--- src/logic/qspinor_pkg.sv ---
`default_nettype none

package qspinor_pkg;

    // bus side
    localparam int BUS_W = 32;
    localparam int ACC_W = 2;

    // access size codes, code 3 behaves as 4 bytes
    localparam logic [ACC_W-1:0] ACC_1B = 2'd0;
    localparam logic [ACC_W-1:0] ACC_2B = 2'd1;
    localparam logic [ACC_W-1:0] ACC_4B = 2'd2;

    // flash side
    localparam int CFG_W    = 16;
    localparam int FLASH_AW = 24;   // 3-byte addressing
    localparam int CMD_W    = 8;
    localparam int DUMMY_W  = 4;

    localparam int RSVD_W = CFG_W - CMD_W - DUMMY_W - 1;

    // plain 1-1-1 read on most serial NOR parts
    localparam logic [CMD_W-1:0] READ_CMD_RST = 8'h03;

    // control register 0
    // raw is the bus view, fields the decoded one
    typedef union packed {
        logic [CFG_W-1:0] raw;
        struct packed {
            logic [CMD_W-1:0]   read_cmd;      // 15:8
            logic [DUMMY_W-1:0] dummy_cycles;  // 7:4, zero for none
            logic [RSVD_W-1:0]  rsvd;          // reads as zero
            logic               quad_en;       // 4-4-4 when set
        } fields;
    } cfg_word_u;

endpackage

`default_nettype wire

--- src/logic/qspinor_req_decode.sv ---
`timescale 1ns/10ps
`default_nettype none

module qspinor_req_decode #(
    parameter int ADDR_W = 16
) (
    input  wire                           clk,
    input  wire                           rstn,
    input  wire                           req,
    input  wire                           wr_b,
    input  wire                           ctrl_sel,
    input  wire  [qspinor_pkg::ACC_W-1:0] acc,
    input  wire  [ADDR_W-1:0]             addr,
    input  wire  [qspinor_pkg::CFG_W-1:0] wdata,
    output logic                          fault,
    output logic                          reg_wr,
    output logic                          reg_rd,
    output logic                          rd_req,
    output logic [ADDR_W-1:0]             req_addr,
    output logic [qspinor_pkg::ACC_W-1:0] req_acc,
    output logic [qspinor_pkg::CFG_W-1:0] req_wdata
);
    import qspinor_pkg::*;

    logic bad_write;
    logic bad_reg;
    logic accept;

    // flash window is read only
    assign bad_write = ~ctrl_sel & wr_b;

    // only register 0 exists, and only as a halfword
    assign bad_reg = ctrl_sel & ((addr[2:0] != 3'd0) | (acc != ACC_2B));

    assign fault  = req & (bad_write | bad_reg);
    assign accept = req & ~(bad_write | bad_reg);

    // one strobe per accepted request, a cycle later
    always_ff @(posedge clk) begin
        if (!rstn) begin
            reg_wr <= 1'b0;
            reg_rd <= 1'b0;
            rd_req <= 1'b0;
        end else begin
            reg_wr <= accept & ctrl_sel & wr_b;
            reg_rd <= accept & ctrl_sel & ~wr_b;
            rd_req <= accept & ~ctrl_sel;
        end
    end

    // request fields held until the next accepted request
    always_ff @(posedge clk) begin
        if (accept) begin
            req_addr  <= addr;
            req_acc   <= acc;
            req_wdata <= wdata;
        end
    end

endmodule

`default_nettype wire

--- config.mk ---
export PLATFORM = sky130hd
export DESIGN_NAME = qspinor_req_decode
export DESIGN_NICKNAME = d
export VERILOG_FILES = /design/src/logic/qspinor_pkg.sv /design/src/logic/qspinor_req_decode.sv
export SDC_FILE = /design/constraint.sdc
export NUM_CORES = 1
export LEC_CHECK = 0
export BUFFER_PORTS_ARGS = -buffer_cell sky130_fd_sc_hd__buf_2
export CORE_MARGIN = 5
export CORE_UTILIZATION = 40
export DETAILED_ROUTE_END_ITERATION = 16
export PLACE_DENSITY = 0.78
export SYNTH_ARGS = -nofsm -noshare
export SYNTH_HDL_FRONTEND = slang
export SYNTH_SLANG_ARGS = --single-unit
export TNS_END_PERCENT = 30
--- constraint.sdc ---
create_clock -name clk -period 3.3 [get_ports clk]
set_input_delay 0 -clock clk [delete_from_list [all_inputs] [get_ports clk]]
set_output_delay 0 -clock clk [all_outputs]
set_load 0.1 [all_outputs]
### Yosys cells after proc, flatten, opt, wreduce, memory -nomap -nowiden

Cells that the tools add are included.

| word-level totals | value |
|---|---|
| memory bits (read-only) | 0 |
| memories kept | 0 |
| RAM bits | 0 |
| output and inout bits | 38 |
| register bits after elaboration | 37 |
| bits in latches | 0 |
| input port bits | 39 |

| cells by class | value |
|---|---|
| divide/modulo/power cells | 0 |
| bitwise operators | 13 |
| eq/ne operators | 1 |
| muxes and demuxes | 0 |
| multipliers | 0 |
| shifts and indexed selects | 0 |
| magnitude comparators | 0 |
| reductions and logical operators | 1 |
| $add $sub $neg | 0 |

Operator list:

| operator | count |
|---|---|
| 1-bit bitwise AND | 8 |
| 1-bit NOT | 3 |
| 3-bit nonzero test | 1 |
| 2-bit by 1-bit inequality test with 1-bit output (second input constant) | 1 |
| 1-bit OR | 2 |

### Depth between registers and ports, before layout

| logic depth | value |
|---|---|
| word-level depth | 8 |
| gate-level depth with buffers | 2 |
| gate-level depth less buffers | 2 |

### Worst setup path before layout

No wires, ideal clock.

| timing | value |
|---|---|
| path type | input-to-reg |
| from | input addr[1] |
| to | register req_acc[0] (netlist name) (enable) |
| required time | 2.866 ns |
| cell stages on the path | 2 |
| arrival time | 2.049 ns |
| setup time | 0.434 ns |
| path buffers | 0 |
| path slack | 0.816 ns |
| cell sequence | or3b_1 > o2bb2ai_1 |

| between the ends | value |
|---|---|
| longest elaborated chain between the ends | 6 |

Ends and longest elaborated chain:

| element | RTL line | RTL |
|---|---|---|
| start: declaration | qspinor_req_decode.sv:13 | `input wire [ADDR_W-1:0] addr,` |
| 3-bit nonzero test | qspinor_req_decode.sv:33 | `assign bad_reg = ctrl_sel & ((addr[2:0] != 3'd0) \| (acc != ACC_2B));` |
| 1-bit OR | qspinor_req_decode.sv:33 |  |
| 1-bit bitwise AND | qspinor_req_decode.sv:33 |  |
| 1-bit OR | qspinor_req_decode.sv:36 | `assign accept = req & ~(bad_write \| bad_reg);` |
| 1-bit NOT | qspinor_req_decode.sv:36 |  |
| 1-bit bitwise AND | qspinor_req_decode.sv:36 |  |
| end signal: assignment | qspinor_req_decode.sv:55 | `req_acc <= acc;` |
| end: declaration | qspinor_req_decode.sv:20 | `output logic [qspinor_pkg::ACC_W-1:0] req_acc,` |

No other way between the ends.
A chain may end at the register's enable or synchronous reset.

### Worst setup path in the final report

| timing | value |
|---|---|
| from | input addr[1] |
| to | register req_wdata[5] (netlist name) (enable) |

| between the ends | value |
|---|---|
| longest elaborated chain between the ends | 6 |

Ends and longest elaborated chain:

| element | RTL line | RTL |
|---|---|---|
| 3-bit nonzero test | qspinor_req_decode.sv:33 |  |
| 1-bit OR | qspinor_req_decode.sv:33 |  |
| 1-bit bitwise AND | qspinor_req_decode.sv:33 |  |
| 1-bit OR | qspinor_req_decode.sv:36 |  |
| 1-bit NOT | qspinor_req_decode.sv:36 |  |
| 1-bit bitwise AND | qspinor_req_decode.sv:36 |  |
| end signal: assignment | qspinor_req_decode.sv:56 | `req_wdata <= wdata;` |
| end: declaration | qspinor_req_decode.sv:21 | `output logic [qspinor_pkg::CFG_W-1:0] req_wdata` |

No other way between the ends.

==> implementation parameters <==
Parameter                              Value

Drt
  Number of DRC markers after the initial detailed-route iteration ... 28
  Residual DRC count ... 0
  Number of detailed-routing iterations run before antenna repair ... 4
  Total length of routed wires ... around 3500 µm
  Total number of vias ... about 950
  Number of antenna-violating nets in the routed design ... 0
  Avg Vias per Cell ... 4.652
  Routed wirelength normalized by instance count ... 16.91 µm

STA
  Setup-failing EPs final ... 0
  Accumulated negative setup slack ... 0 ns
  Worst-case hold slack ... 0.3595 ns
  PnR worst setup slack ... between 1 and 1.5 ns
  Worst slew margin relative to its limit ... 0.3570
  Post-route minimum period ... ~1.9 ns
  RSZ-0062 raised after global routing ... no
  Post-route clock period utilization ... 0.5838
  Worst-Margin Slew ... 0.9630 ns
  Final count of pins violating max slew ... 0
  Fin. Hold Viols ... 0
  Timing-limited maximum frequency ... about 520 MHz

Final layout
  Fillcell total ... 172
  Multi-input combinational cell area ... between 90 and 100 µm²
  Sequential cell area ... 1081 µm²
  Share of final-layout standard cells stronger than drive strength 1 ... 0.4942
  Area added between synthesis and finish ... 79.55%
  Number of nets at the end of the flow ... 210

Yosys
  Mapped Area ... around 1200 µm²
  Area share of the largest cell type after synthesis ... 0.8831
  Most area-consuming cells after synthesis ... sky130_fd_sc_hd__edfxtp_1, sky130_fd_sc_hd__dfxtp_1, sky130_fd_sc_hd__nor4_1, sky130_fd_sc_hd__nand4bb_1, sky130_fd_sc_hd__o221a_2
  Most numerous cell in the Yosys netlist ... sky130_fd_sc_hd__edfxtp_1
  Post-synthesis share of cell area spent on xor and xnor gates ... 0
  Compound-cell area share of the yosys netlist ... 0.01732
  Share of synthesized area spent on multiplexers ... 0
  Number of synthesized flops with an enable pin ... 34
  Total nets after synthesis ... a little under 90
  Number of synthesis warnings ... 0
  Part of the Yosys area used for sequential elements ... 0.9351
  Post-synthesis share of cell area spent on and, or, nand and nor gates ... 0.04437
  Synth unique cells ... 12
  Number of cells produced by synthesis ... 48
  Dominant cell type by area after synthesis ... sky130_fd_sc_hd__edfxtp_1
  Mean cell area of the mapped netlist ... around 24 µm²
  Proportion of synthesized flip-flops having asynchronous set or reset ... 0
  Flops & latches, synth ... 37
  Post-Synth Adder-Cell Area ... 0
  Most instantiated cells after synthesis ... sky130_fd_sc_hd__edfxtp_1, sky130_fd_sc_hd__dfxtp_1, sky130_fd_sc_hd__nor4_1
  Combinational family with the most area after synthesis ... simple AND/OR/NAND/NOR gates
  Most used DFF post-synth ... sky130_fd_sc_hd__edfxtp_1

Floorplan
  Vertical die dimension ... about 64 µm
  Core area ... between 2000 and 3000 µm²
  Std-Cell Rows ... 19
  Starting utilization of the core area ... 0.4192
  Die Outline Area ... 4065 µm²
  I/O pin cnt ... 77
  Die Wd ... ~64 µm

Worst setup path
  Type of destination of the critical path ... flop
  Series of cell instances along the critical path ... dlygate4sd3_1 > buf_2 > or3b_1 > o2bb2ai_4
  Sum of buffers and inverters on the critical path ... 2
  Required time at the worst-slack endpoint ... around 3.3 ns
  Worst Setup Start Kind ... input port
  Cell at the slowest stage of the critical path ... sky130_fd_sc_hd__o2bb2ai_4
  Arrival @ worst endpoint ... between 1.5 and 2 ns
  Crit path largest cell delay ... 0.79 ns
  Startpoint-to-endpoint class of the critical path ... in2reg
  Cell type group with the largest total delay on the critical path ... compound AO/OA/AOI/OAI gates
  Highest fanout seen on the critical path ... 34

Pwr
  Part of the total power dissipated in sequential elements ... 0.486
  Portion of total power attributed to combinational logic ... 0.238
  Lkg Pwr ... around 0.0009 µW
  Net Switching ... between 300 and 400 µW
  Pint ... 757.3 µW
  Clock Power Share ... 0.275
  IR Drop Worst-Case VDD ... 0.5311 mV
  Net switching share of the total power ... 0.3212
  Ratio of total power to cell area ... between 500 and 600 nW/µm²

Global route
  Met3 Use GR ... 0.1033
  Remaining Overflow, GRT ... 0
  Met2 track utilization from global routing ... 0.3008
  Antenna violations before repair ... 1
  Global routing met1 resource utilization ... 0.1860
  Combined global-route utilization of all metal layers ... 0.1810
  Most used routing layer ... met2
  Wire length of the first global-routing pass ... between 5000 and 6000 µm
  Largest net degree at the start of global routing ... 35
  Vias in the first global route ... 1019

Clocking
  Setup bufs post-CTS ... 0
  TritonCTS Buffers ... 5
  H-tree Lvls ... 2
  # clock sinks ... 37
  Clock Path Buffers ... 2
  Clock root buffer master ... sky130_fd_sc_hd__clkbuf_4
  TritonCTS clock tree ... yes
  Clock Pin Slew Worst Setup and Hold Paths ... 0.12 ns

Placed design
  Setup WS pre-CTS ... 1.589 ns
  Weighted congestion reported at the end of routability-driven placement ... between 0.7 and 0.8
  Buffers added on ports ... 76
  HPWL Detailed ... 1784 µm

Run
  Max cap viols ... 0

Min path
  Worst hold path class ... in2reg

Status
  Outcome ... finished, final reports clean
==> worst paths after layout <==
path | start | to | depth (start not counted)
hold / removal | wdata[11] | req_wdata[11]$_DFFE_PN_ | 2
setup / recovery | addr[1] | req_wdata[5]$_DFFE_PN_ | 4
==> per-stage QoR <==
step	area, µm²	utilization	cells	power (µW)
floorplan	1156	-	48	731.0
global placement	1594	0.5780	155	776.5
CTS	2073	0.7518	203	1111
detailed placement	1594	0.5780	155	779.4
finish	2076	0.7527	204	1116
global route	2076	0.7527	204	1153
==> final cells by class <==
class / instances / area share
Antenna cell: 1 / 0.001206
Clock buffer: 5 / 0.01808
Timing Repair Buffer: 116 / 0.3761
Clock inverter: 3 / 0.01989
Tap cell: 31 / 0.01869
Multi-Input combinational cell: 10 / 0.04340
Inverter: 1 / 0.001808
Sequential cell: 37 / 0.5208
==> per-layer routing <==
layer  wire length [µm]  vias to the layer above  part of all wire
met5                  0                        -                 0
met4                 31                        0            0.0090
met3                483                        4              0.14
met2               1741                       64              0.50
met1               1194                      442              0.35
li1                   -                      439                 -
==> power groups by stage <==
stage	clock network (µW)	registers (µW)	logic, µW
2_1_floorplan	0	716	15.5
3_3_place_gp	0	552	225
3_5_place_dp	0	552	227
4_1_cts	307	542	262
5_1_grt	333	545	274
6_report	307	542	266
==> flip-flops by register name (all words and copies together), names as in the netlist <==
name and flops:
req_addr 16, req_wdata 16, req_acc 2, rd_req 1, reg_rd 1, reg_wr 1
==> cells in the final DEF, fill, tap and decap left out, types with 2 or more instances in the layout <==
cell type,count
sky130_fd_sc_hd__buf_2,76
sky130_fd_sc_hd__edfxtp_1,34
sky130_fd_sc_hd__dfxtp_1,3
sky130_fd_sc_hd__nor4_1,2
sky130_fd_sc_hd__clkbuf_4,5
sky130_fd_sc_hd__dlygate4sd3_1,40
==> timing repair <==
item,4_1_cts,5_1_grt
gates resized for setup,0,0
endpoints found under the hold margin,37,0
hold buffers,40,0
endpoints found under the setup margin,0,0
==> kinds of logic after synthesis <==
group	count (synthesis)
DFF	37
and+or+nand+nor	8
buffers and inverters	1
AOI/OAI and AO/OA	2
Power figures use the tool's default switching activity.
