==> config.mk <==
export PLATFORM = sky130hd
export DESIGN_NAME = qspinor_read_seq
export DESIGN_NICKNAME = d
export VERILOG_FILES = /design/src/logic/qspinor_pkg.sv /design/src/logic/qspinor_read_seq.sv
export SDC_FILE = /design/constraint.sdc
export NUM_CORES = 1
export LEC_CHECK = 0
export ABC_CLOCK_PERIOD_IN_PS = 4650
export BUFFER_PORTS_ARGS = -buffer_cell sky130_fd_sc_hd__buf_4
export CORE_AREA = 2 2 96 98
export DETAILED_ROUTE_END_ITERATION = 8
export DIE_AREA = 0 0 98 100
export PLACE_DENSITY = 0.8
export SYNTH_ARGS = -nofsm -noshare
export SYNTH_HDL_FRONTEND = slang
export SYNTH_SLANG_ARGS = --single-unit
==> constraint.sdc <==
create_clock -name clk -period 4.65 [get_ports clk]
set_input_delay 0.6975 -clock clk [delete_from_list [all_inputs] [get_ports clk]]
set_output_delay 0.6975 -clock clk [all_outputs]
set_load 0.01 [all_outputs]
==> src/logic/qspinor_pkg.sv <==
`default_nettype none

package qspinor_pkg;

    // bus side
    localparam int BUS_W = 32;
    localparam int ACC_W = 2;

    // access size codes, code 3 behaves as 4 bytes
    localparam logic [ACC_W-1:0] ACC_1B = 2'd0;
    localparam logic [ACC_W-1:0] ACC_2B = 2'd1;
    localparam logic [ACC_W-1:0] ACC_4B = 2'd2;

    // flash side
    localparam int CFG_W    = 16;
    localparam int FLASH_AW = 24;   // 3-byte addressing
    localparam int CMD_W    = 8;
    localparam int DUMMY_W  = 4;

    localparam int RSVD_W = CFG_W - CMD_W - DUMMY_W - 1;

    // plain 1-1-1 read on most serial NOR parts
    localparam logic [CMD_W-1:0] READ_CMD_RST = 8'h03;

    // control register 0
    // raw is the bus view, fields the decoded one
    typedef union packed {
        logic [CFG_W-1:0] raw;
        struct packed {
            logic [CMD_W-1:0]   read_cmd;      // 15:8
            logic [DUMMY_W-1:0] dummy_cycles;  // 7:4, zero for none
            logic [RSVD_W-1:0]  rsvd;          // reads as zero
            logic               quad_en;       // 4-4-4 when set
        } fields;
    } cfg_word_u;

endpackage

`default_nettype wire

==> src/logic/qspinor_read_seq.sv <==
`timescale 1ns/10ps
`default_nettype none

module qspinor_read_seq #(
    parameter int ADDR_W = 16
) (
    input  wire                           clk,
    input  wire                           rstn,
    input  wire                           rd_req,
    input  wire  [ADDR_W-1:0]             req_addr,
    input  wire  [qspinor_pkg::ACC_W-1:0] req_acc,
    input  wire  qspinor_pkg::cfg_word_u  cfg,
    input  wire  [3:0]                    pad_di,
    output logic                          rd_resp,
    output logic [qspinor_pkg::BUS_W-1:0] rd_data,
    output logic                          csb,
    output logic                          sck,
    output logic [3:0]                    pad_oe,
    output logic [3:0]                    pad_do
);
    import qspinor_pkg::*;

    localparam int TX_W = CMD_W + FLASH_AW;

    localparam logic [1:0] ST_IDLE  = 2'd0;
    localparam logic [1:0] ST_CMD   = 2'd1;  // command and address out
    localparam logic [1:0] ST_DUMMY = 2'd2;
    localparam logic [1:0] ST_DATA  = 2'd3;  // data in

    logic [1:0]          state;
    cfg_word_u           cfg_q;       // settings of the running transaction
    logic [ACC_W-1:0]    acc_q;
    logic [TX_W-1:0]     tx_shift;
    logic [FLASH_AW-1:0] flash_addr;
    logic [5:0]          bit_cnt;
    logic [5:0]          bit_step;
    logic [5:0]          cmd_last;
    logic [5:0]          dummy_last;
    logic [5:0]          data_last;
    logic [4:0]          rx_pos;

    assign flash_addr = FLASH_AW'(req_addr);

    assign bit_step   = cfg_q.fields.quad_en ? 6'd4 : 6'd1;
    assign cmd_last   = 6'(TX_W) - bit_step;
    assign dummy_last = 6'(cfg_q.fields.dummy_cycles) - 6'd1;  // dummy clocks count by one

    always_comb begin
        case (acc_q)
            ACC_1B:  data_last = 6'd8 - bit_step;
            ACC_2B:  data_last = 6'd16 - bit_step;
            default: data_last = 6'd32 - bit_step;
        endcase
    end

    // byte n of the stream lands at [8n+7:8n], msb first inside the byte
    assign rx_pos = {bit_cnt[4:3], ~bit_cnt[2:0]};

    // line 0 only in single mode
    assign pad_do = cfg_q.fields.quad_en ? tx_shift[TX_W-1 -: 4] : {3'b000, tx_shift[TX_W-1]};

    always_ff @(posedge clk) begin
        if (!rstn) begin
            state   <= ST_IDLE;
            csb     <= 1'b1;
            sck     <= 1'b0;
            pad_oe  <= 4'h0;
            rd_resp <= 1'b0;
            bit_cnt <= '0;
        end else begin
            rd_resp <= 1'b0;
            case (state)
                ST_IDLE: begin
                    sck <= 1'b0;
                    if (rd_req) begin
                        state   <= ST_CMD;
                        csb     <= 1'b0;
                        bit_cnt <= '0;
                        pad_oe  <= cfg.fields.quad_en ? 4'hf : 4'h1;
                    end
                end
                ST_CMD: begin
                    sck <= ~sck;
                    if (sck) begin                       // falling edge next
                        if (bit_cnt != cmd_last) begin
                            bit_cnt <= bit_cnt + bit_step;
                        end else begin
                            pad_oe  <= 4'h0;             // release pads for the flash
                            bit_cnt <= '0;
                            if (cfg_q.fields.dummy_cycles != '0) begin
                                state <= ST_DUMMY;
                            end else begin
                                state <= ST_DATA;
                            end
                        end
                    end
                end
                ST_DUMMY: begin
                    sck <= ~sck;
                    if (sck) begin
                        if (bit_cnt != dummy_last) begin
                            bit_cnt <= bit_cnt + 6'd1;
                        end else begin
                            bit_cnt <= '0;
                            state   <= ST_DATA;
                        end
                    end
                end
                default: begin
                    sck <= ~sck;
                    if (sck) begin
                        if (bit_cnt != data_last) begin
                            bit_cnt <= bit_cnt + bit_step;
                        end else begin
                            state   <= ST_IDLE;
                            csb     <= 1'b1;
                            rd_resp <= 1'b1;
                        end
                    end
                end
            endcase
        end
    end

    always_ff @(posedge clk) begin
        if (state == ST_IDLE && rd_req) begin
            cfg_q    <= cfg;
            acc_q    <= req_acc;
            tx_shift <= {cfg.fields.read_cmd, flash_addr};
            rd_data  <= '0;                              // unread bytes stay zero
        end else begin
            if (state == ST_CMD && sck) begin
                tx_shift <= tx_shift << bit_step;
            end
            // sample just before the rising edge
            if (state == ST_DATA && !sck) begin
                if (cfg_q.fields.quad_en) begin
                    rd_data[{rx_pos[4:2], 2'b00} +: 4] <= pad_di;
                end else begin
                    rd_data[rx_pos] <= pad_di[1];        // flash drives line 1
                end
            end
        end
    end

endmodule

`default_nettype wire

# Yosys cells after proc, flatten, opt, wreduce, memory -nomap -nowiden
# Index checks and enable logic that the tools add are counted.
# word_totals
inputBits	41
regBits	89
wordCells	97
output_inout_bits	43
# classes
addsub	7
order_cmp	2
n_bitwise	4
n_mux	37
reduce_logical	19
shifts	3
eq_ne	14
# ops
cell	count
$mux 32	3
$bwmux 32	2
$mux 6	7
$shift 4x7->32 const A	1
$shiftx 4x7->32	1
$shl 32x3->32	1
$mux 4	5
$ne 6x6->1	3
$pmux 6 s3	1
$mux 2	7
$pmux 6 s2	1
$ne 2x2->1 const B	5
$pmux 4 s2	1
$reduce_and 4->1	2
$reduce_bool 4->1	2
$neg 5->7	1
$reduce_and 7->1	1
$add 6x1->6 const B	1
$add 6x3->6	1
$lt 5x6->1 const B	1
$mux 1	6
$pmux 2 s3	1
$reduce_bool 2->1	3
$sub 5x3->6 const A	1
19 further kinds	28

# Logic depth before layout (Yosys ltp)
# depth
depth_word	7
mapped_depth	12
mapped_depth_nobuf	9

# Worst setup path before layout
# OpenSTA, ideal clock, no wires.
# synth_path
path_kind	register -> register
from	register bit_cnt[3]
to	register rd_data[13] (netlist name)
required_ns	4.511
path_buffers	2
synth_period_minus_slack_ns	2.555
t_arrival_ns	2.416
stages_incl_launch_ff	12
setup_time_ns	0.139
setup_slack_ns	2.095
cell_sequence	dfxtp_1 -> buf_4 -> buf_2 -> inv_1 -> ha_1 -> ha_1 -> nand2b_1 -> or3_1 -> or2_2 -> a21oi_1 -> mux2i_1 -> nor2_1
# synth_between
elab_chain_len	6
word_cells_on_any_way	11
classes_between	1 x add/sub; 2 x order compare; 2 x shift; 5 x mux; 1 x reduce/logical
# synth_lines
item	line	text
start, declared	qspinor_read_seq.sv:35	logic [5:0] bit_cnt;
start signal, assigned	qspinor_read_seq.sv:86	bit_cnt <= bit_cnt + bit_step;
start signal, assigned	qspinor_read_seq.sv:102	bit_cnt <= bit_cnt + 6'd1;
start signal, assigned	qspinor_read_seq.sv:113	bit_cnt <= bit_cnt + bit_step;
$lt 5x6->1 (implied by the code) or $ge 5x1->1 (tied branches)	qspinor_read_seq.sv:140	rd_data[rx_pos] <= pad_di[1];
$logic_and 1x1->1 (implied by the code)	qspinor_read_seq.sv:140	
$mux 1 (implied by the code)	qspinor_read_seq.sv:140	
$demux 1 s5	qspinor_read_seq.sv:140	
$bwmux 32	qspinor_read_seq.sv:140	
$mux 32 (*)	qspinor_read_seq.sv:137	if (cfg_q.fields.quad_en) begin
end signal, assigned by index	qspinor_read_seq.sv:138	rd_data[{rx_pos[4:2], 2'b00} +: 4] <= pad_di;
end signal, assigned by index	qspinor_read_seq.sv:140	
end, declared	qspinor_read_seq.sv:15	output logic [qspinor_pkg::BUS_W-1:0] rd_data,
# Mark *: on every way between the ends. The rest lies on a longest branch, timed or not.
# A chain may end at the register's enable or synchronous reset.

# Worst setup path after layout
# layout_path
from	register bit_cnt[3]
to	register rd_data[15] (netlist name)
# The elaborated chain is that of the path after synthesis.

==> key figures <==
Outcome
  • Outcome: finished clean

Finish
  • Antenna diodes: 0
  • Share of cells above drive strength 1: 18.6%
  • Layout area overhead: 16.0%
  • Nets: 671
  • Final core utilization: 64.3%

Routing
  • DRC violations left: 0
  • DR WL/cell: 17.8 um
  • DRT Wirelength: 13,000 um
  • Final ANT Viol Nets: 0
  • DR vias: 4,553
  • Vias per inst: 6.24
  • First-pass DRT Iterations: 5
  • 1st-iter DRT viols: 373

Setup path
  • Worst Path Arrival: 3.59 ns
  • Critical Setup Path Class: reg -> reg
  • Crit path max fanout: 19
  • CP endpoint kind: flop
  • CP Launch Type: flop
  • CP required: 4.91 ns

Die
  • Initial Utilization: 55.4%
  • DIE AREA: 9800 sq um
  • # IOs: 84
  • Core area: 8890 sq um
  • Row count: 35
  • Die W: 98 um
  • Die Ht: 100 um

Global route
  • First-pass GRT wire length: 20,700 um
  • Vias in the first global route: 4,217
  • Initial antenna violation count: 0
  • Global Route Usage Sum: 26.3%
  • Largest net degree at the start of global routing: 47
  • Remaining Overflow, GRT: 0

Synth
  • Syn_nets: 613
  • Seq/Total Area, Yosys: 40.4%
  • Yosys synthesis warning count: 0
  • Synth area leaders: dfxtp_1, edfxtp_1, mux2i_1, nand2_1, o21ai_0
  • Synth top area share: 21.5%
  • Post-synth EDFFs: 31
  • Main synth FF type: dfxtp_1
  • Post-synthesis register bit count: 84
  • Synth Instances: 556
  • Mapped Area: 4920 sq um
  • Synth cell types: 63
  • Avg Cell Area, Syn: 8.86 sq um
  • Cell taking the most area after synthesis: dfxtp_1
  • Ys async rst share: 0%

Timing
  • Clk_skew: 0.0179 ns
  • RSZ-0062 raised after global routing: false
  • Final Hold Fails: 0
  • Tcrit/Tclk final: 71.7%
  • Slew HR: 36.8%
  • Crit path time final: 3.34 ns
  • Final Setup Violations: 0
  • Final setup TNS: 0 ns
  • Final Max Tran Viols: 0
  • Max Fclk: 0.300 GHz
  • Slew @ Worst Pin: 0.946 ns

Placement
  • DP HPWL: 9090 um
  • RD Place Congestion: 0.987
  • Port bufs: 80

Worst hold path
  • Worst hold path class: reg -> reg

Pwr
  • PwrDens: 411 nW/um^2
  • Leak: 2.33 nW
  • Maximum VDD drop: 0.292 mV

Job
  • Max cap viols: 0

CTS
  • Sink Count: 84
  • CTS buffer count: 9
  • Insertion delay to the later sink of the worst-skew pair: 0.36 ns
  • H-tree depth: 3
  • Post-CTS sizing: 0
  • Root buf cell: clkbuf_8
  • Hold Buf Count CTS: 0
  • Clock tree from TritonCTS: yes
  • CTS max path bufs: 2
  • Post-CTS Setup Inserts: 0
  • Clk slew on worst S/H paths: 0.10 ns
[cells in the final DEF (no fill, tap or decap), drive strengths merged, types with 4 or more instances in the layout]
cell type,count
o221ai,16
xor2,4
nand2b,6
o211a,15
nor3,7
mux2i,37
nand3,27
clkbuf,9
nor2b,11
a21oi,44
buf,84
xnor2,5
or2,8
edfxtp,31
dfxtp,53
a21boi,7
o21ai,46
ha,16
nand2,70
a31oi,5
o22ai,4
and2,6
nor2,35
inv,18
[sequential cells by signal (all words and copies together) (netlist names), 2 cells and up]
register  count
state         2
cfg_q         5
pad_oe        2
rd_data      32
acc_q         2
bit_cnt       6
tx_shift     32
[per-stage QoR]
step / instances / hold slack (ns) / cell area, sq um / worst slack, ns / power (mW)
after global placement: 714 / 0.465 / 5520 / 1.48 / 1.80
after CTS: 730 / 0.494 / 5710 / 1.43 / 2.35
after floorplan: 556 / 0.446 / 4920 / 2.09 / 1.58
final: 730 / 0.490 / 5710 / 1.31 / 2.35
after global routing: 730 / 0.477 / 5710 / 1.08 / 2.49
after detailed placement: 714 / 0.480 / 5520 / 1.43 / 1.83
[Yosys cell counts (2+ instances only)]
library cell / n
a21oi_1: 40
a211oi_1: 3
o221ai_1: 16
nor2_1: 34
and2_1: 6
or4_1: 2
nand3_1: 27
a22o_1: 3
o22ai_1: 4
a21oi_2: 4
o21ai_0: 45
a21boi_0: 7
xor2_1: 4
nand3b_1: 2
o211a_1: 15
o22a_1: 2
a22oi_1: 2
a21o_1: 3
or2_2: 4
nor2b_1: 11
ha_1: 16
a31oi_1: 5
and3_1: 3
xnor2_1: 5
dfxtp_1: 53
inv_1: 15
nand4b_1: 2
buf_4: 4
or3_1: 3
buf_2: 10
o2bb2ai_1: 2
or2_1: 4
edfxtp_1: 31
a311oi_1: 2
clkbuf_1: 16
buf_1: 5
nor4b_1: 2
nor3b_1: 2
nor3_1: 6
a41oi_1: 3
mux2i_1: 37
nand2b_1: 6
nand2_1: 70
[cells by family (layout without fill, tap and decap cells)]
kind of cell | Yosys count | after routing | synth area share (%)
adders and majority gates | 16 | 16 | 4.07
AOI/OAI and AO/OA | 166 | 166 | 22.7
muxes | 38 | 38 | 7.75
buffers and inverters | 53 | 116 | 4.78
DFF | 84 | 84 | 40.4
and+or+nand+nor | 190 | 190 | 18.7
xor gates and xnor gates | 9 | 9 | 1.60
[layer usage]
layer	routed length, um	track usage, %
met1	5710	35.2
met2	6130	42.5
met3	923	5.43
met4	235	9.83
met5	0	0
[where the power goes]
group	total, mW	leakage (nW)	switching [mW]	internal (mW)
logic	0.810	1.50	0.510	0.300
clock network	0.521	0.0926	0.312	0.209
registers	1.02	0.735	0.114	0.902
[critical path: stages (launching register included)]
cell and delay, ns:
dfxtp_1 0.84, inv_1 0.30, ha_1 0.28, ha_1 0.35
nand2b_1 0.13, or3_1 0.42, or2_2 0.36, a21oi_1 0.22
o221ai_1 0.17, o211a_1 0.16
[path summary, 6_finish.rpt]
| kind | start | to | cells after the start | slack, ns |
|---|---|---|---|---|
| setup / recovery | bit_cnt[3] | rd_data[15] | 9 | 1.31 |
| hold / removal | tx_shift[23] | tx_shift[23] | 2 | 0.49 |
| setup reg to reg | bit_cnt[3] | rd_data[15] | 9 | 1.31 |
| hold reg to reg | tx_shift[23] | tx_shift[23] | 2 | 0.49 |
[area by class of cell]
class / count / area, sq um
clock buffers: 9 / 124
clock inverters: 7 / 71.3
fillers: 756 / 3180
inverters: 16 / 60.1
multi-input cells: 419 / 2700
flip-flops and latches: 84 / 1990
well taps: 111 / 139
repair buffers: 84 / 631
No activity file was read; power rests on OpenSTA's default activity.
