`config.mk`:
```
export PLATFORM = sky130hd
export DESIGN_NAME = qspinor_cfg_regs
export DESIGN_NICKNAME = d
export VERILOG_FILES = /design/src/logic/qspinor_pkg.sv /design/src/logic/qspinor_cfg_regs.sv
export SDC_FILE = /design/constraint.sdc
export NUM_CORES = 1
export LEC_CHECK = 0
export BUFFER_PORTS_ARGS = -buffer_cell sky130_fd_sc_hd__clkbuf_2
export CAP_MARGIN = 20
export CORE_ASPECT_RATIO = 1.75
export CORE_MARGIN = 10
export CORE_UTILIZATION = 40
export DETAILED_ROUTE_END_ITERATION = 7
export GPL_TIMING_DRIVEN = 0
export PLACE_DENSITY = 0.77
export SLEW_MARGIN = 20
export SYNTH_ARGS = -nofsm -noshare
export SYNTH_HDL_FRONTEND = slang
export SYNTH_SLANG_ARGS = --single-unit
```
`constraint.sdc`:
```
create_clock -name clk -period 0.8 [get_ports clk]
set_input_delay 0.08 -clock clk [delete_from_list [all_inputs] [get_ports clk]]
set_output_delay 0.08 -clock clk [all_outputs]
set_load 0.005 [all_outputs]
```
`src/logic/qspinor_pkg.sv`:
```
`default_nettype none

package qspinor_pkg;

    // bus side
    localparam int BUS_W = 32;
    localparam int ACC_W = 2;

    // access size codes, code 3 behaves as 4 bytes
    localparam logic [ACC_W-1:0] ACC_1B = 2'd0;
    localparam logic [ACC_W-1:0] ACC_2B = 2'd1;
    localparam logic [ACC_W-1:0] ACC_4B = 2'd2;

    // flash side
    localparam int CFG_W    = 16;
    localparam int FLASH_AW = 24;   // 3-byte addressing
    localparam int CMD_W    = 8;
    localparam int DUMMY_W  = 4;

    localparam int RSVD_W = CFG_W - CMD_W - DUMMY_W - 1;

    // plain 1-1-1 read on most serial NOR parts
    localparam logic [CMD_W-1:0] READ_CMD_RST = 8'h03;

    // control register 0
    // raw is the bus view, fields the decoded one
    typedef union packed {
        logic [CFG_W-1:0] raw;
        struct packed {
            logic [CMD_W-1:0]   read_cmd;      // 15:8
            logic [DUMMY_W-1:0] dummy_cycles;  // 7:4, zero for none
            logic [RSVD_W-1:0]  rsvd;          // reads as zero
            logic               quad_en;       // 4-4-4 when set
        } fields;
    } cfg_word_u;

endpackage

`default_nettype wire

```
`src/logic/qspinor_cfg_regs.sv`:
```
`timescale 1ns/10ps
`default_nettype none

module qspinor_cfg_regs (
    input  wire                           clk,
    input  wire                           rstn,
    input  wire                           reg_wr,
    input  wire                           reg_rd,
    input  wire  [qspinor_pkg::CFG_W-1:0] req_wdata,
    output qspinor_pkg::cfg_word_u        cfg,
    output logic                          reg_resp,
    output logic [qspinor_pkg::BUS_W-1:0] reg_rdata
);
    import qspinor_pkg::*;

    cfg_word_u wr_word;

    // incoming word with the reserved bits cleared
    always_comb begin
        wr_word.raw         = req_wdata;
        wr_word.fields.rsvd = '0;
    end

    always_ff @(posedge clk) begin
        if (!rstn) begin
            // default read command, single mode, no dummy clocks
            cfg.raw <= {READ_CMD_RST, {(CFG_W-CMD_W){1'b0}}};
        end else if (reg_wr) begin
            cfg <= wr_word;
        end
    end

    // answer one cycle after the strobe
    always_ff @(posedge clk) begin
        if (!rstn) begin
            reg_resp <= 1'b0;
        end else begin
            reg_resp <= reg_wr | reg_rd;
        end
    end

    // zero-extended word on a read, zero otherwise
    always_ff @(posedge clk) begin
        reg_rdata <= reg_rd ? BUS_W'(cfg.raw) : '0;
    end

endmodule

`default_nettype wire

```
# Yosys cells after proc, flatten, opt, wreduce, memory -nomap -nowiden

Cells that the tools add are included.

Bitwise gates (word level): 1

Operators by type and width:

| kind     | count |
|---|---|
| 1-bit OR | 1 |

Register bits after elaboration: 43
Bits of input ports: 20
Output and inout port bits: 49
Logic and storage cells: 5

# Logic depth before layout (Yosys ltp)

Gate-level depths: netlist of the first run.

Word-level depth: 1
Gate-level depth with buffers: 4
Gate-level depth less buffers: 2

# Worst setup path after synthesis of the first run

Ideal clock, no wire load.

Path type: in2reg
Start point: input port reg_wr
End point: register cfg[8] in the netlist's numbering
Arrival time: 535 ps
Path slack: 140 ps
Stages on the path: 4
Path buffers: 2
Path through: buf_6 > buf_12 > mux2i_1 > nand2_1

RTL lines:

| what                 | RTL line               | text |
|---|---|---|
| from (decl)          | qspinor_cfg_regs.sv:7  | `input wire reg_wr,` |
| to (signal assigned) | qspinor_cfg_regs.sv:29 | `cfg <= wr_word;` |
| to (decl)            | qspinor_cfg_regs.sv:10 | `output qspinor_pkg::cfg_word_u cfg,` |

# Worst setup path in the final report of the first run

Start point: register cfg[12] in the netlist's numbering
End point: output port cfg[12] in the netlist's numbering

No word-level cell between the ends.

==> metrics.md, run 1 <==
| Metric | Value |
|---|---|
| Status | `finished, violations left` |
| Failing checks | `negative setup slack` |
| WHS Endpoint | `cfg[8]` |
| Number of global-route vias before repair | `865` |
| Final wirelength | `2.63 mm` |
| TritonRoute pass-1 iters | `2` |
| Setup CP Type | `flip-flop to output port` |
| P per Cell Area | `1690 nW/um^2` |
| Gpl congestion | `0.638` |
| Sequential-to-total area share from yosys stat | `51.8%` |
| Flop pwr share | `54.6%` |
| Worst endpoint data arrival time | `730 ps` |
| PnR worst setup slack | `-7.33 ps` |
| Worst reg2reg endpoint | `cfg[9]` |
| Clock Pin Slew Worst Setup and Hold Paths | `80 ps` |
| Hold path depth | `3` |
| Routed WL per cell | `13.3 um` |
| DRC | `0` |
| Post-synth EDFFs | `0` |
| Critical Path Start Type | `flip-flop` |
| Post-synthesis cell count | `94` |
| Sw power | `0.601 mW` |
| Buf/Inv on CP | `1` |
| # setup viols final | `1` |
| Setup TNS | `-7.33 ps` |
| Overall Global Routing Usage | `between 10% and 20%` |
| Mapped Area | `~1000 um^2` |
| Starting Density | `41.9%` |
| Delay of the slowest critical-path stage | `350 ps` |
| Final antenna diode count | `0` |
| RSZ-0062 raised after global routing | `yes` |
| Worst EP required | `about 720 ps` |
| R2R depth | `3` |
| Layout net count | `193` |
| Power share of the combinational group | `17.2%` |
| Maximum fanout along the worst path | `3` |
| Layout area overhead | `51.7%` |
| Yosys warns | `0` |
| H-Tree Depth | `1` |
| Syn avg cell area | `11.1 um^2` |
| Via count | `807` |
| R2R setup slack | `around 30 ps` |
| Hold wc startpoint | `req_wdata[8]` |
| Row cnt | `24` |
| Pins Over Slew Limit | `0` |
| Most frequent cells after synthesis | `dfxtp_1 (27), buf_4 (22), and2_1 (13), mux2i_1 (13), nor2b_1 (11)` |
| Crit-path leading delay family | `flip-flops` |
| Clock share of power | `28.2%` |
| Area share of the largest cell type after synthesis | `51.8%` |
| Vias per cell | `4.08` |
| Antenna violations before repair | `0` |
| First-pass GRT wire length | `4.02 mm` |
| TritonCTS clock tree | `built` |
| Worst-path cell chain | `clkbuf_2` |
| Root buf cell | `clkbuf_8` |
| Io pins | `69` |
| Fmax | `1240 MHz` |
| CP endpoint kind | `output port` |
| Die Ht | `87.6 um` |
| #FFs+latches synth | `27` |
| Largest net degree at the start of global routing | `15` |
| Worst skew pair latency | `270 ps` |
| Endpoints failing hold | `0` |
| Yosys top cell by area | `dfxtp_1` |
| Overall Power | `2.67 mW` |
| Final Instance Area | `1580 um^2` |
| Cts hold-fix bufs | `0` |
| Antenna Nets Post-Route | `0` |
| Synth unique cells | `11` |
| Max-cap violations | `0` |
| Port bufs | `42` |
| Sink Count | `27` |
| Dominant cells by area after synthesis | `dfxtp_1 (52%), buf_4 (16%), mux2i_1 (12%)` |
| Total gr overflow | `0` |
| Total clock buffers created by CTS | `3` |
| Cell with the most instances after synthesis | `dfxtp_1` |
| Post-Place Cell Area | `approximately 1400 um^2` |
| CTS max path bufs | `2` |
| CP Depth | `1` |
| Core Box Area | `2490 um^2` |
| Die area | `5130 um^2` |
| Reg-to-Reg Start | `cfg[9]` |
| Power Internal | `just over 2 mW` |
| Chip Width | `about 59 um` |
| Iteration-0 DRC Markers | `1` |
| Setup Skew | `2.18 ps` |
| Worst IR drop on VDD | `0.000858 V` |
| Min Hold Slack | `39.3 ps` |
| Final Cycle Share | `101%` |
| Post-synth ARST share | `0%` |
| HP Class | `primary input to flip-flop` |
| P_leak | `0.860 nW` |
| Slowest-stage cell, CP | `dfxtp_2` |
| Crit path time final | `807 ps` |
| Switching share of power | `22.5%` |
| Most used DFF post-synth | `dfxtp_1` |
| Layout cells sized above 1 | `56.4%` |
==> worst max path at each step <==
stage                       start      end  slack [ps]
final                     cfg[12]  cfg[12]          -7
after global routing      cfg[12]  cfg[12]         -50
after CTS                  cfg[7]   cfg[7]         -20
after detailed placement     rstn   cfg[7]          10
after global placement       rstn   cfg[7]          50
after floorplan            reg_wr   cfg[8]         140
==> registers in the layout, summed over array words and instances (netlist names) <==
signal     cells
cfg           13
reg_rdata     13
reg_resp       1
==> metrics by stage <==
stage | instances | setup WS (ps) | utilization (%)
final | 198 | -7.33 | 63.5
after global routing | 198 | -47.4 | 63.5
after CTS | 198 | -24.1 | 60.5
after detailed placement | 183 | 14.9 | 54.8
after global placement | 183 | 52.1 | 54.8
after floorplan | 115 | 140 | -
==> cell type report <==
cell class                      count  area (um^2)
Multi-Input combinational cell     62          378
Timing Repair Buffer               53          362
Clock buffer                        4         45.0
Tap cell                           26         32.5
Buffer                             26          204
Fill cell                         214          910
Sequential cell                    27          562
==> power by group through the flow <==
| stage | Combinational [mW] | Clock [mW] | Sequential [mW] |
|---|---|---|---|
| CTS | 0.420 | 0.786 | 1.45 |
| detailed placement | 0.366 | 0 | 1.48 |
| global route | 0.509 | 0.824 | 1.47 |
| global placement | 0.357 | 0 | 1.48 |
| floorplan | 0.220 | 0 | 1.48 |
| finish | 0.458 | 0.753 | 1.46 |
==> metal layers <==
layer  wire length (um)  global-route usage, %  vias up
met1                851                   7.87      352
met3                385                   6.23        5
li1                   -                      -      405
met5                  0                      0        -
met2               1320                   17.8       45
met4                 69                   6.92        0
==> cells by family after synthesis <==
family | synth area share [%]
simple gates | 15.1
mux | 12.5
other cells | 0.359
buf+inv | 19.5
compound gates | 0.720
flops | 51.8
==> cell usage in the layout (no fill, tap or decap) <==
cell / count
buf_4: 33
clkbuf_2: 23
conb_1: 22
dfxtp_2: 17
mux2i_1: 13
and2_1: 13
buf_6: 12
nor2b_1: 11
dfxtp_1: 10
buf_2: 8
clkbuf_1: 3
clkbuf_8: 3
nand2_1: 2
buf_12: 1
o21a_1: 1
==> timing repair <==
item	CTS	global route
gates resized for setup	13	28
endpoints found under the setup margin	13	25
setup buffers	11	0
gates cloned	0	0
endpoints found under the hold margin	0	0
(Power assumes the default switching activity.)
==> run 2: changes to the inputs <==
- PLACE_DENSITY: 0.77 -> unset
- PLACE_DENSITY_LB_ADDON: unset -> 0.3
- REMOVE_ABC_BUFFERS: unset -> 1
==> run 2 against run 1 <==
The flow now finishes without violations. Via count is 9.7% lower. Non-clock buffer count is 24 lower. Register-to-register slack hardly changed. First-iteration DRC count is 100% higher. Die area stayed put. Clock skew is 1.7 ps lower. Critical path depth stayed put. Critical path type unchanged. Largest cell class is now sequential cells. Largest power group unchanged. Highest routed layer unchanged.
==> metrics.md, run 2 (synthesized netlist as in run 1, its figures left out) <==
| Metric | Value |
|---|---|
| Starting Density | `41.9% (unchanged)` |
| Sink Count | `27 (unchanged)` |
| Delay of the slowest critical-path stage | `340 ps (about the same)` |
| Setup Skew | `0.523 ps (-1.65 ps)` |
| CP Depth | `1 (unchanged)` |
| Crit path time final | `792 ps (-14.9 ps)` |
| Clock share of power | `28.6% (+0.4 points)` |
| Vias per cell | `4.19 (+2.8%)` |
| Min Hold Slack | `26.4 ps (-12.9 ps)` |
| CP endpoint kind | `output port` |
| Critical Path Start Type | `flip-flop` |
| Biggest regs | `cfg x13, reg_rdata x13, reg_resp x1` |
| Worst-path cell chain | `buf_6` |
| P per Cell Area | `1820 nW/um^2 (+7.7%)` |
| Max-cap violations | `0 (unchanged)` |
| Final antenna diode count | `0 (unchanged)` |
| Pins Over Slew Limit | `0 (unchanged)` |
| Filler instances | `234 (+9.3%)` |
| Endpoints failing hold | `0 (unchanged)` |
| Layout area overhead | `35.0%` |
| TritonCTS clock tree | `built` |
| TritonRoute pass-1 iters | `4 (+2)` |
| Number of global-route vias before repair | `804 (-7.1%)` |
| RSZ-0062 raised after global routing | `yes` |
| Hold path depth | `3 (unchanged)` |
| Maximum fanout along the worst path | `2 (-1)` |
| Power Internal | `1.99 mW (-4.0%)` |
| Final Instance Area | `1410 um^2 (-11%)` |
| Crit-path leading delay family | `flip-flops` |
| Die Ht | `87.6 um (unchanged)` |
| Iteration-0 DRC Markers | `2 (+1)` |
| WHS Endpoint | `cfg[8]` |
| Final Cycle Share | `99.0% (-1.9 points)` |
| # setup viols final | `0 (-1)` |
| P_leak | `0.734 nW (-15%)` |
| Switching share of power | `22.4% (-0.13 points)` |
| Chip Width | `58.6 um (unchanged)` |
| Status | `finished, final reports clean` |
| Slowest-stage cell, CP | `dfxtp_2` |
| Setup CP Type | `flip-flop to output port` |
| HP Class | `primary input to flip-flop` |
| Worst IR drop on VDD | `0.000948 V (+11%)` |
| Buf/Inv on CP | `1 (unchanged)` |
| Clock Pin Slew Worst Setup and Hold Paths | `90 ps (about the same)` |
| Commonest non-fill, non-tap cell in the layout | `clkbuf_2` |
| Root buf cell | `clkbuf_8` |
| Power share of the combinational group | `14.4% (-2.8 points)` |
| Hold wc startpoint | `req_wdata[8]` |
| Antenna violations before repair | `0 (unchanged)` |
| DRC | `0 (unchanged)` |
| CTS max path bufs | `2 (unchanged)` |
| Leading cell types in the layout, fill and taps excluded | `clkbuf_2 (27), conb_1 (22), dfxtp_2 (17)` |
| Fmax | `1260 MHz (+1.9%)` |
| Worst EP required | `720 ps (about the same)` |
| Post-DP HPWL | `1.80 mm` |
| R2R depth | `3 (unchanged)` |
| Total gr overflow | `0 (unchanged)` |
| First-pass GRT wire length | `3.47 mm (-14%)` |
| H-Tree Depth | `1 (unchanged)` |
| Cts hold-fix bufs | `0 (unchanged)` |
| Final wirelength | `2.41 mm (-8.3%)` |
| Largest net degree at the start of global routing | `16 (+1)` |
| Layout net count | `169 (-12%)` |
| Post-Place Cell Area | `1170 um^2 (-15%)` |
| Via count | `729 (-9.7%)` |
| Worst skew pair latency | `260 ps (about the same)` |
| Routed WL per cell | `13.8 um (+4.3%)` |
| Overall Global Routing Usage | `8.84% (-1.3 points)` |
| Core Box Area | `2490 um^2 (unchanged)` |
| Port bufs | `43 (+2.4%)` |
| Layout cells sized above 1 | `51.4% (-5.0 points)` |
| Antenna Nets Post-Route | `0 (unchanged)` |
| Worst endpoint data arrival time | `710 ps (-20 ps)` |
| R2R setup slack | `30 ps (about the same)` |
| Setup TNS | `0 ps (+7.33 ps)` |
| Reg-to-Reg Start | `cfg[7]` |
| Reg area | `562 um^2 (unchanged)` |
| Io pins | `69 (unchanged)` |
| Worst reg2reg endpoint | `cfg[7]` |
| Die area | `5130 um^2 (unchanged)` |
| Multi-input gate area | `378 um^2 (unchanged)` |
| Sw power | `0.573 mW (-4.7%)` |
| Flop pwr share | `57.0% (+2.4 points)` |
| Row cnt | `24 (unchanged)` |
| Gpl congestion | `0.620 (-2.9%)` |
| Total clock buffers created by CTS | `3 (unchanged)` |
==> run 2: cell count changes in the layout (fill, tap and decap cells not counted) <==
| cell | previous run | this run |
|---|---|---|
| buf_12 | 1 | 0 |
| buf_2 | 8 | 3 |
| buf_4 | 33 | 11 |
| buf_6 | 12 | 14 |
| clkbuf_1 | 3 | 0 |
| clkbuf_2 | 23 | 27 |
| clkinv_2 | 0 | 1 |
==> run 2: per-layer routing <==
metal / global-route usage (%) / routed length (um) / up-vias
met3: 3.48 / 211 / 2
met1: 7.64 / 909 / 325
met5: 0 / 0 / -
li1: - / - / 360
met2: 15.8 / 1250 / 42
met4: 6.29 / 40 / 0
==> run 2: layout make-up <==
class                   instances  share of cell area, %
flip-flops and latches         27                   39.9
repair buffers                 55                   27.7
multi-input cells              62                   26.8
clock buffers                   3                   2.93
well taps                      26                   2.31
clock inverters                 1                  0.355
==> run 2: worst max-delay path by stage <==
stage | slack, ps | end | startpoint
after floorplan | 220 | cfg[8] | cfg[8]
after global routing | -30 | cfg[7] | cfg[7]
after CTS | -0.1 | cfg[14] | cfg[14]
final | 8 | cfg[7] | cfg[7]
after detailed placement | -140 | cfg[7] | reg_wr
after global placement | -90 | cfg[9] | reg_wr
==> run 2: power groups by stage <==
stage          sequential [mW]  combinational, mW  clock [mW]
2_1_floorplan             1.48              0.104           0
3_3_place_gp              1.48              0.263           0
3_5_place_dp              1.48              0.269           0
4_1_cts                   1.45              0.325       0.771
5_1_grt                   1.47              0.407       0.811
6_report                  1.46              0.368       0.733
==> run 2: stage by stage <==
step	instances	setup WS (ps)	power (mW)	utilization, %
floorplan	89	216	1.59	-
global placement	158	-87.7	1.74	46.8
detailed placement	158	-138	1.75	46.8
CTS	174	-0.126	2.54	52.9
global route	174	-25.7	2.69	56.5
finish	174	7.61	2.56	56.5
==> run 2: worst reg2reg max path, delay by kind of cell (launching register included) <==
| family | cells | cell delay, ps |
|---|---|---|
| buffers and inverters | 1 | 110 |
| DFF | 1 | 340 |
| and+or+nand+nor | 1 | 60 |
| muxes | 1 | 150 |
==> run 2: what timing repair did <==
| item | 4_1_cts | 5_1_grt |
|---|---|---|
| setup buffers | 12 | 0 |
| gates resized for setup | 13 | 28 |
| endpoints found under the setup margin | 13 | 22 |
| pin swaps | 0 | 0 |
==> run 3: changes to the inputs <==
- CORE_ASPECT_RATIO: 1.75 -> 0.8
==> run 3 against run 2 <==
Critical path type unchanged. Combinational power decreased by 12%. Clock skew rose by 0.50 ps. Sequential cell count is the same. The run now ends with negative setup slack left. Via count fell by 4.3%.
==> metrics.md, run 3 (synthesized netlist as in run 1, its figures left out) <==
| Metric | Value |
|---|---|
| Setup Skew | `1.03 ps (+0.504 ps)` |
| Failing checks | `negative setup slack` |
| P_leak | `0.695 nW (-5.3%)` |
| Wire length on met3 | `215 um (+1.9%)` |
| Clock Pin Slew Worst Setup and Hold Paths | `130 ps (+40 ps)` |
| Starting Density | `42.4% (+0.51 points)` |
| Total clock buffers created by CTS | `3 (unchanged)` |
| Iteration-0 DRC Markers | `24 (+22)` |
| Worst endpoint data arrival time | `790 ps (+80 ps)` |
| Flop pwr share | `62.3% (+5.3 points)` |
| Slowest-stage cell, CP | `dfxtp_2` |
| Final Non-Filler Cells | `180 (+3.4%)` |
| Met1 WL | `967 um (+6.4%)` |
| Min Hold Slack | `11.9 ps (-14.5 ps)` |
| Reg-to-Reg Start | `cfg[11]` |
| Power Internal | `1.80 mW (-9.2%)` |
| Root buf cell | `clkbuf_4` |
| WHS Endpoint | `cfg[7]` |
| Clock share of power | `23.8% (-4.8 points)` |
| Number of global-route vias before repair | `803 (-0.12%)` |
| Port bufs | `43 (unchanged)` |
| Routed WL per cell | `12.7 um (-8.5%)` |
| Io pins | `69 (unchanged)` |
| Commonest non-fill, non-tap cell in the layout | `clkbuf_2` |
| P per Cell Area | `1740 nW/um^2 (-4.1%)` |
| Placed insts | `168 (+6.3%)` |
| Leading cell types in the layout, fill and taps excluded | `clkbuf_2 (31), conb_1 (22), dfxtp_2 (22)` |
| TritonCTS clock tree | `built` |
| Pins Over Slew Limit | `0 (unchanged)` |
| Overall Global Routing Usage | `9.03% (+0.19 points)` |
| Total gr overflow | `0 (unchanged)` |
| Power share of the combinational group | `13.9% (-0.5 points)` |
| Sink Count | `27 (unchanged)` |
| Delay of the slowest critical-path stage | `380 ps (+40 ps)` |
| Critical Path Start Type | `flip-flop` |
| CTS max path bufs | `2 (unchanged)` |
| First-pass GRT wire length | `3.66 mm (+5.6%)` |
| Metal2 WL | `1.08 mm (-14%)` |
| Worst EP required | `720 ps (about the same)` |
| Row cnt | `16 (-33%)` |
| Die area | `5060 um^2 (-1.3%)` |
| Switching share of power | `23.1% (+0.67 points)` |
| Hold path depth | `3 (unchanged)` |
| Sw power | `0.540 mW (-5.7%)` |
| Hold wc startpoint | `req_wdata[7]` |
| Layout net count | `165 (-2.4%)` |
| Post-DP HPWL | `1.75 mm (-2.5%)` |
| Final wirelength | `2.28 mm (-5.4%)` |
| Maximum fanout along the worst path | `3 (+1)` |
| Crit-path leading delay family | `flip-flops` |
| DRC | `0 (unchanged)` |
| Antenna violations before repair | `0 (unchanged)` |
| TritonRoute pass-1 iters | `2 (-2)` |
| Filler instances | `244 (+4.3%)` |
| Die Ht | `65.7 um (-25%)` |
| Overall Power | `2.34 mW (-8.4%)` |
| Endpoints failing hold | `0 (unchanged)` |
| Gpl congestion | `0.596 (-3.9%)` |
| H-Tree Depth | `1 (unchanged)` |
| Vias per cell | `3.88 (-7.4%)` |
| Worst-path cell chain | `buf_6` |
| Fmax | `1150 MHz (-9.0%)` |
| CP endpoint kind | `output port` |
| Setup CP Type | `flip-flop to output port` |
| Worst IR drop on VDD | `0.00139 V (+46%)` |
| HP Class | `primary input to flip-flop` |
| Antenna Nets Post-Route | `0 (unchanged)` |
| Status | `finished, violations left` |
| Largest net degree at the start of global routing | `15 (-1)` |
| Final antenna diode count | `0 (unchanged)` |
| Layout area overhead | `28.9%` |
| Worst skew pair latency | `320 ps (+60 ps)` |
| R2R setup slack | `60 ps (+30 ps)` |
| Max-cap violations | `0 (unchanged)` |
| Biggest regs | `cfg x13, reg_rdata x13, reg_resp x1` |
| Final Cycle Share | `109% (+9.7 points)` |
| Core Box Area | `2460 um^2 (-1.2%)` |
| # setup viols final | `27 (+27)` |
| R2R depth | `3 (unchanged)` |
| PnR worst setup slack | `-70.3 ps (-77.9 ps)` |
| Chip Width | `77.1 um (+32%)` |
| Via count | `698 (-4.3%)` |
| Worst reg2reg endpoint | `cfg[11]` |
| Crit path time final | `870 ps (+77.9 ps)` |
| RSZ-0062 raised after global routing | `yes` |
| DR top layer | `met4` |
| Buf/Inv on CP | `1 (unchanged)` |
| Layout cells sized above 1 | `51.4% (about the same)` |
==> run 3: layer usage <==
layer / vias to the layer above / track usage, %
met5: - / 0
met4: 0 / 2.73
met3: 4 / 5.16
met2: 38 / 15.7
met1: 307 / 9.20
li1: 349 / -
==> run 3: how the worst max path moves through the flow <==
| stage | from | endpoint | slack [ps] | depth (start not counted) |
|---|---|---|---|---|
| 5_1_grt | cfg[8] | cfg[8] | -130 | 1 |
| 3_5_place_dp | reg_wr | cfg[15] | -120 | 3 |
| 3_3_place_gp | reg_wr | cfg[15] | -90 | 3 |
| 6_report | cfg[13] | cfg[13] | -70 | 1 |
| 4_1_cts | cfg[13] | cfg[13] | -90 | 1 |
| 2_1_floorplan | cfg[8] | cfg[8] | 220 | 2 |
==> run 3: final cells by class <==
type                       instances  area (um^2)  area share, %
sequential                        27          568           42.2
multi-input combinational         62          378           28.1
tap                               36         45.0           3.35
clock buffer                       4         26.3           1.95
timing repair buffer              51          328           24.4
==> run 3: per-stage QoR <==
step / utilization (%) / setup TNS (ps) / area, um^2 / setup WS, ps
after floorplan: - / 0 / 918 / 216
after global placement: 47.9 / -1070 / 1180 / -91.2
after detailed placement: 47.9 / -1420 / 1180 / -119
after CTS: 52.3 / -1620 / 1290 / -88.1
after global routing: 54.6 / -2600 / 1350 / -126
final: 54.6 / -1190 / 1350 / -70.3
==> run 3: repair_timing <==
item	in CTS	in global routing
setup endpoints to repair	27	29
hold buffers	2	0
setup buffers	6	0
resized for setup	15	23
hold endpoints to repair	2	0
==> run 3: power groups by stage <==
stage,registers [mW],logic (mW),clock network (mW)
2_1_floorplan,1.48,0.104,0
3_3_place_gp,1.47,0.264,0
3_5_place_dp,1.48,0.269,0
4_1_cts,1.45,0.305,0.582
5_1_grt,1.47,0.367,0.644
6_report,1.46,0.325,0.557
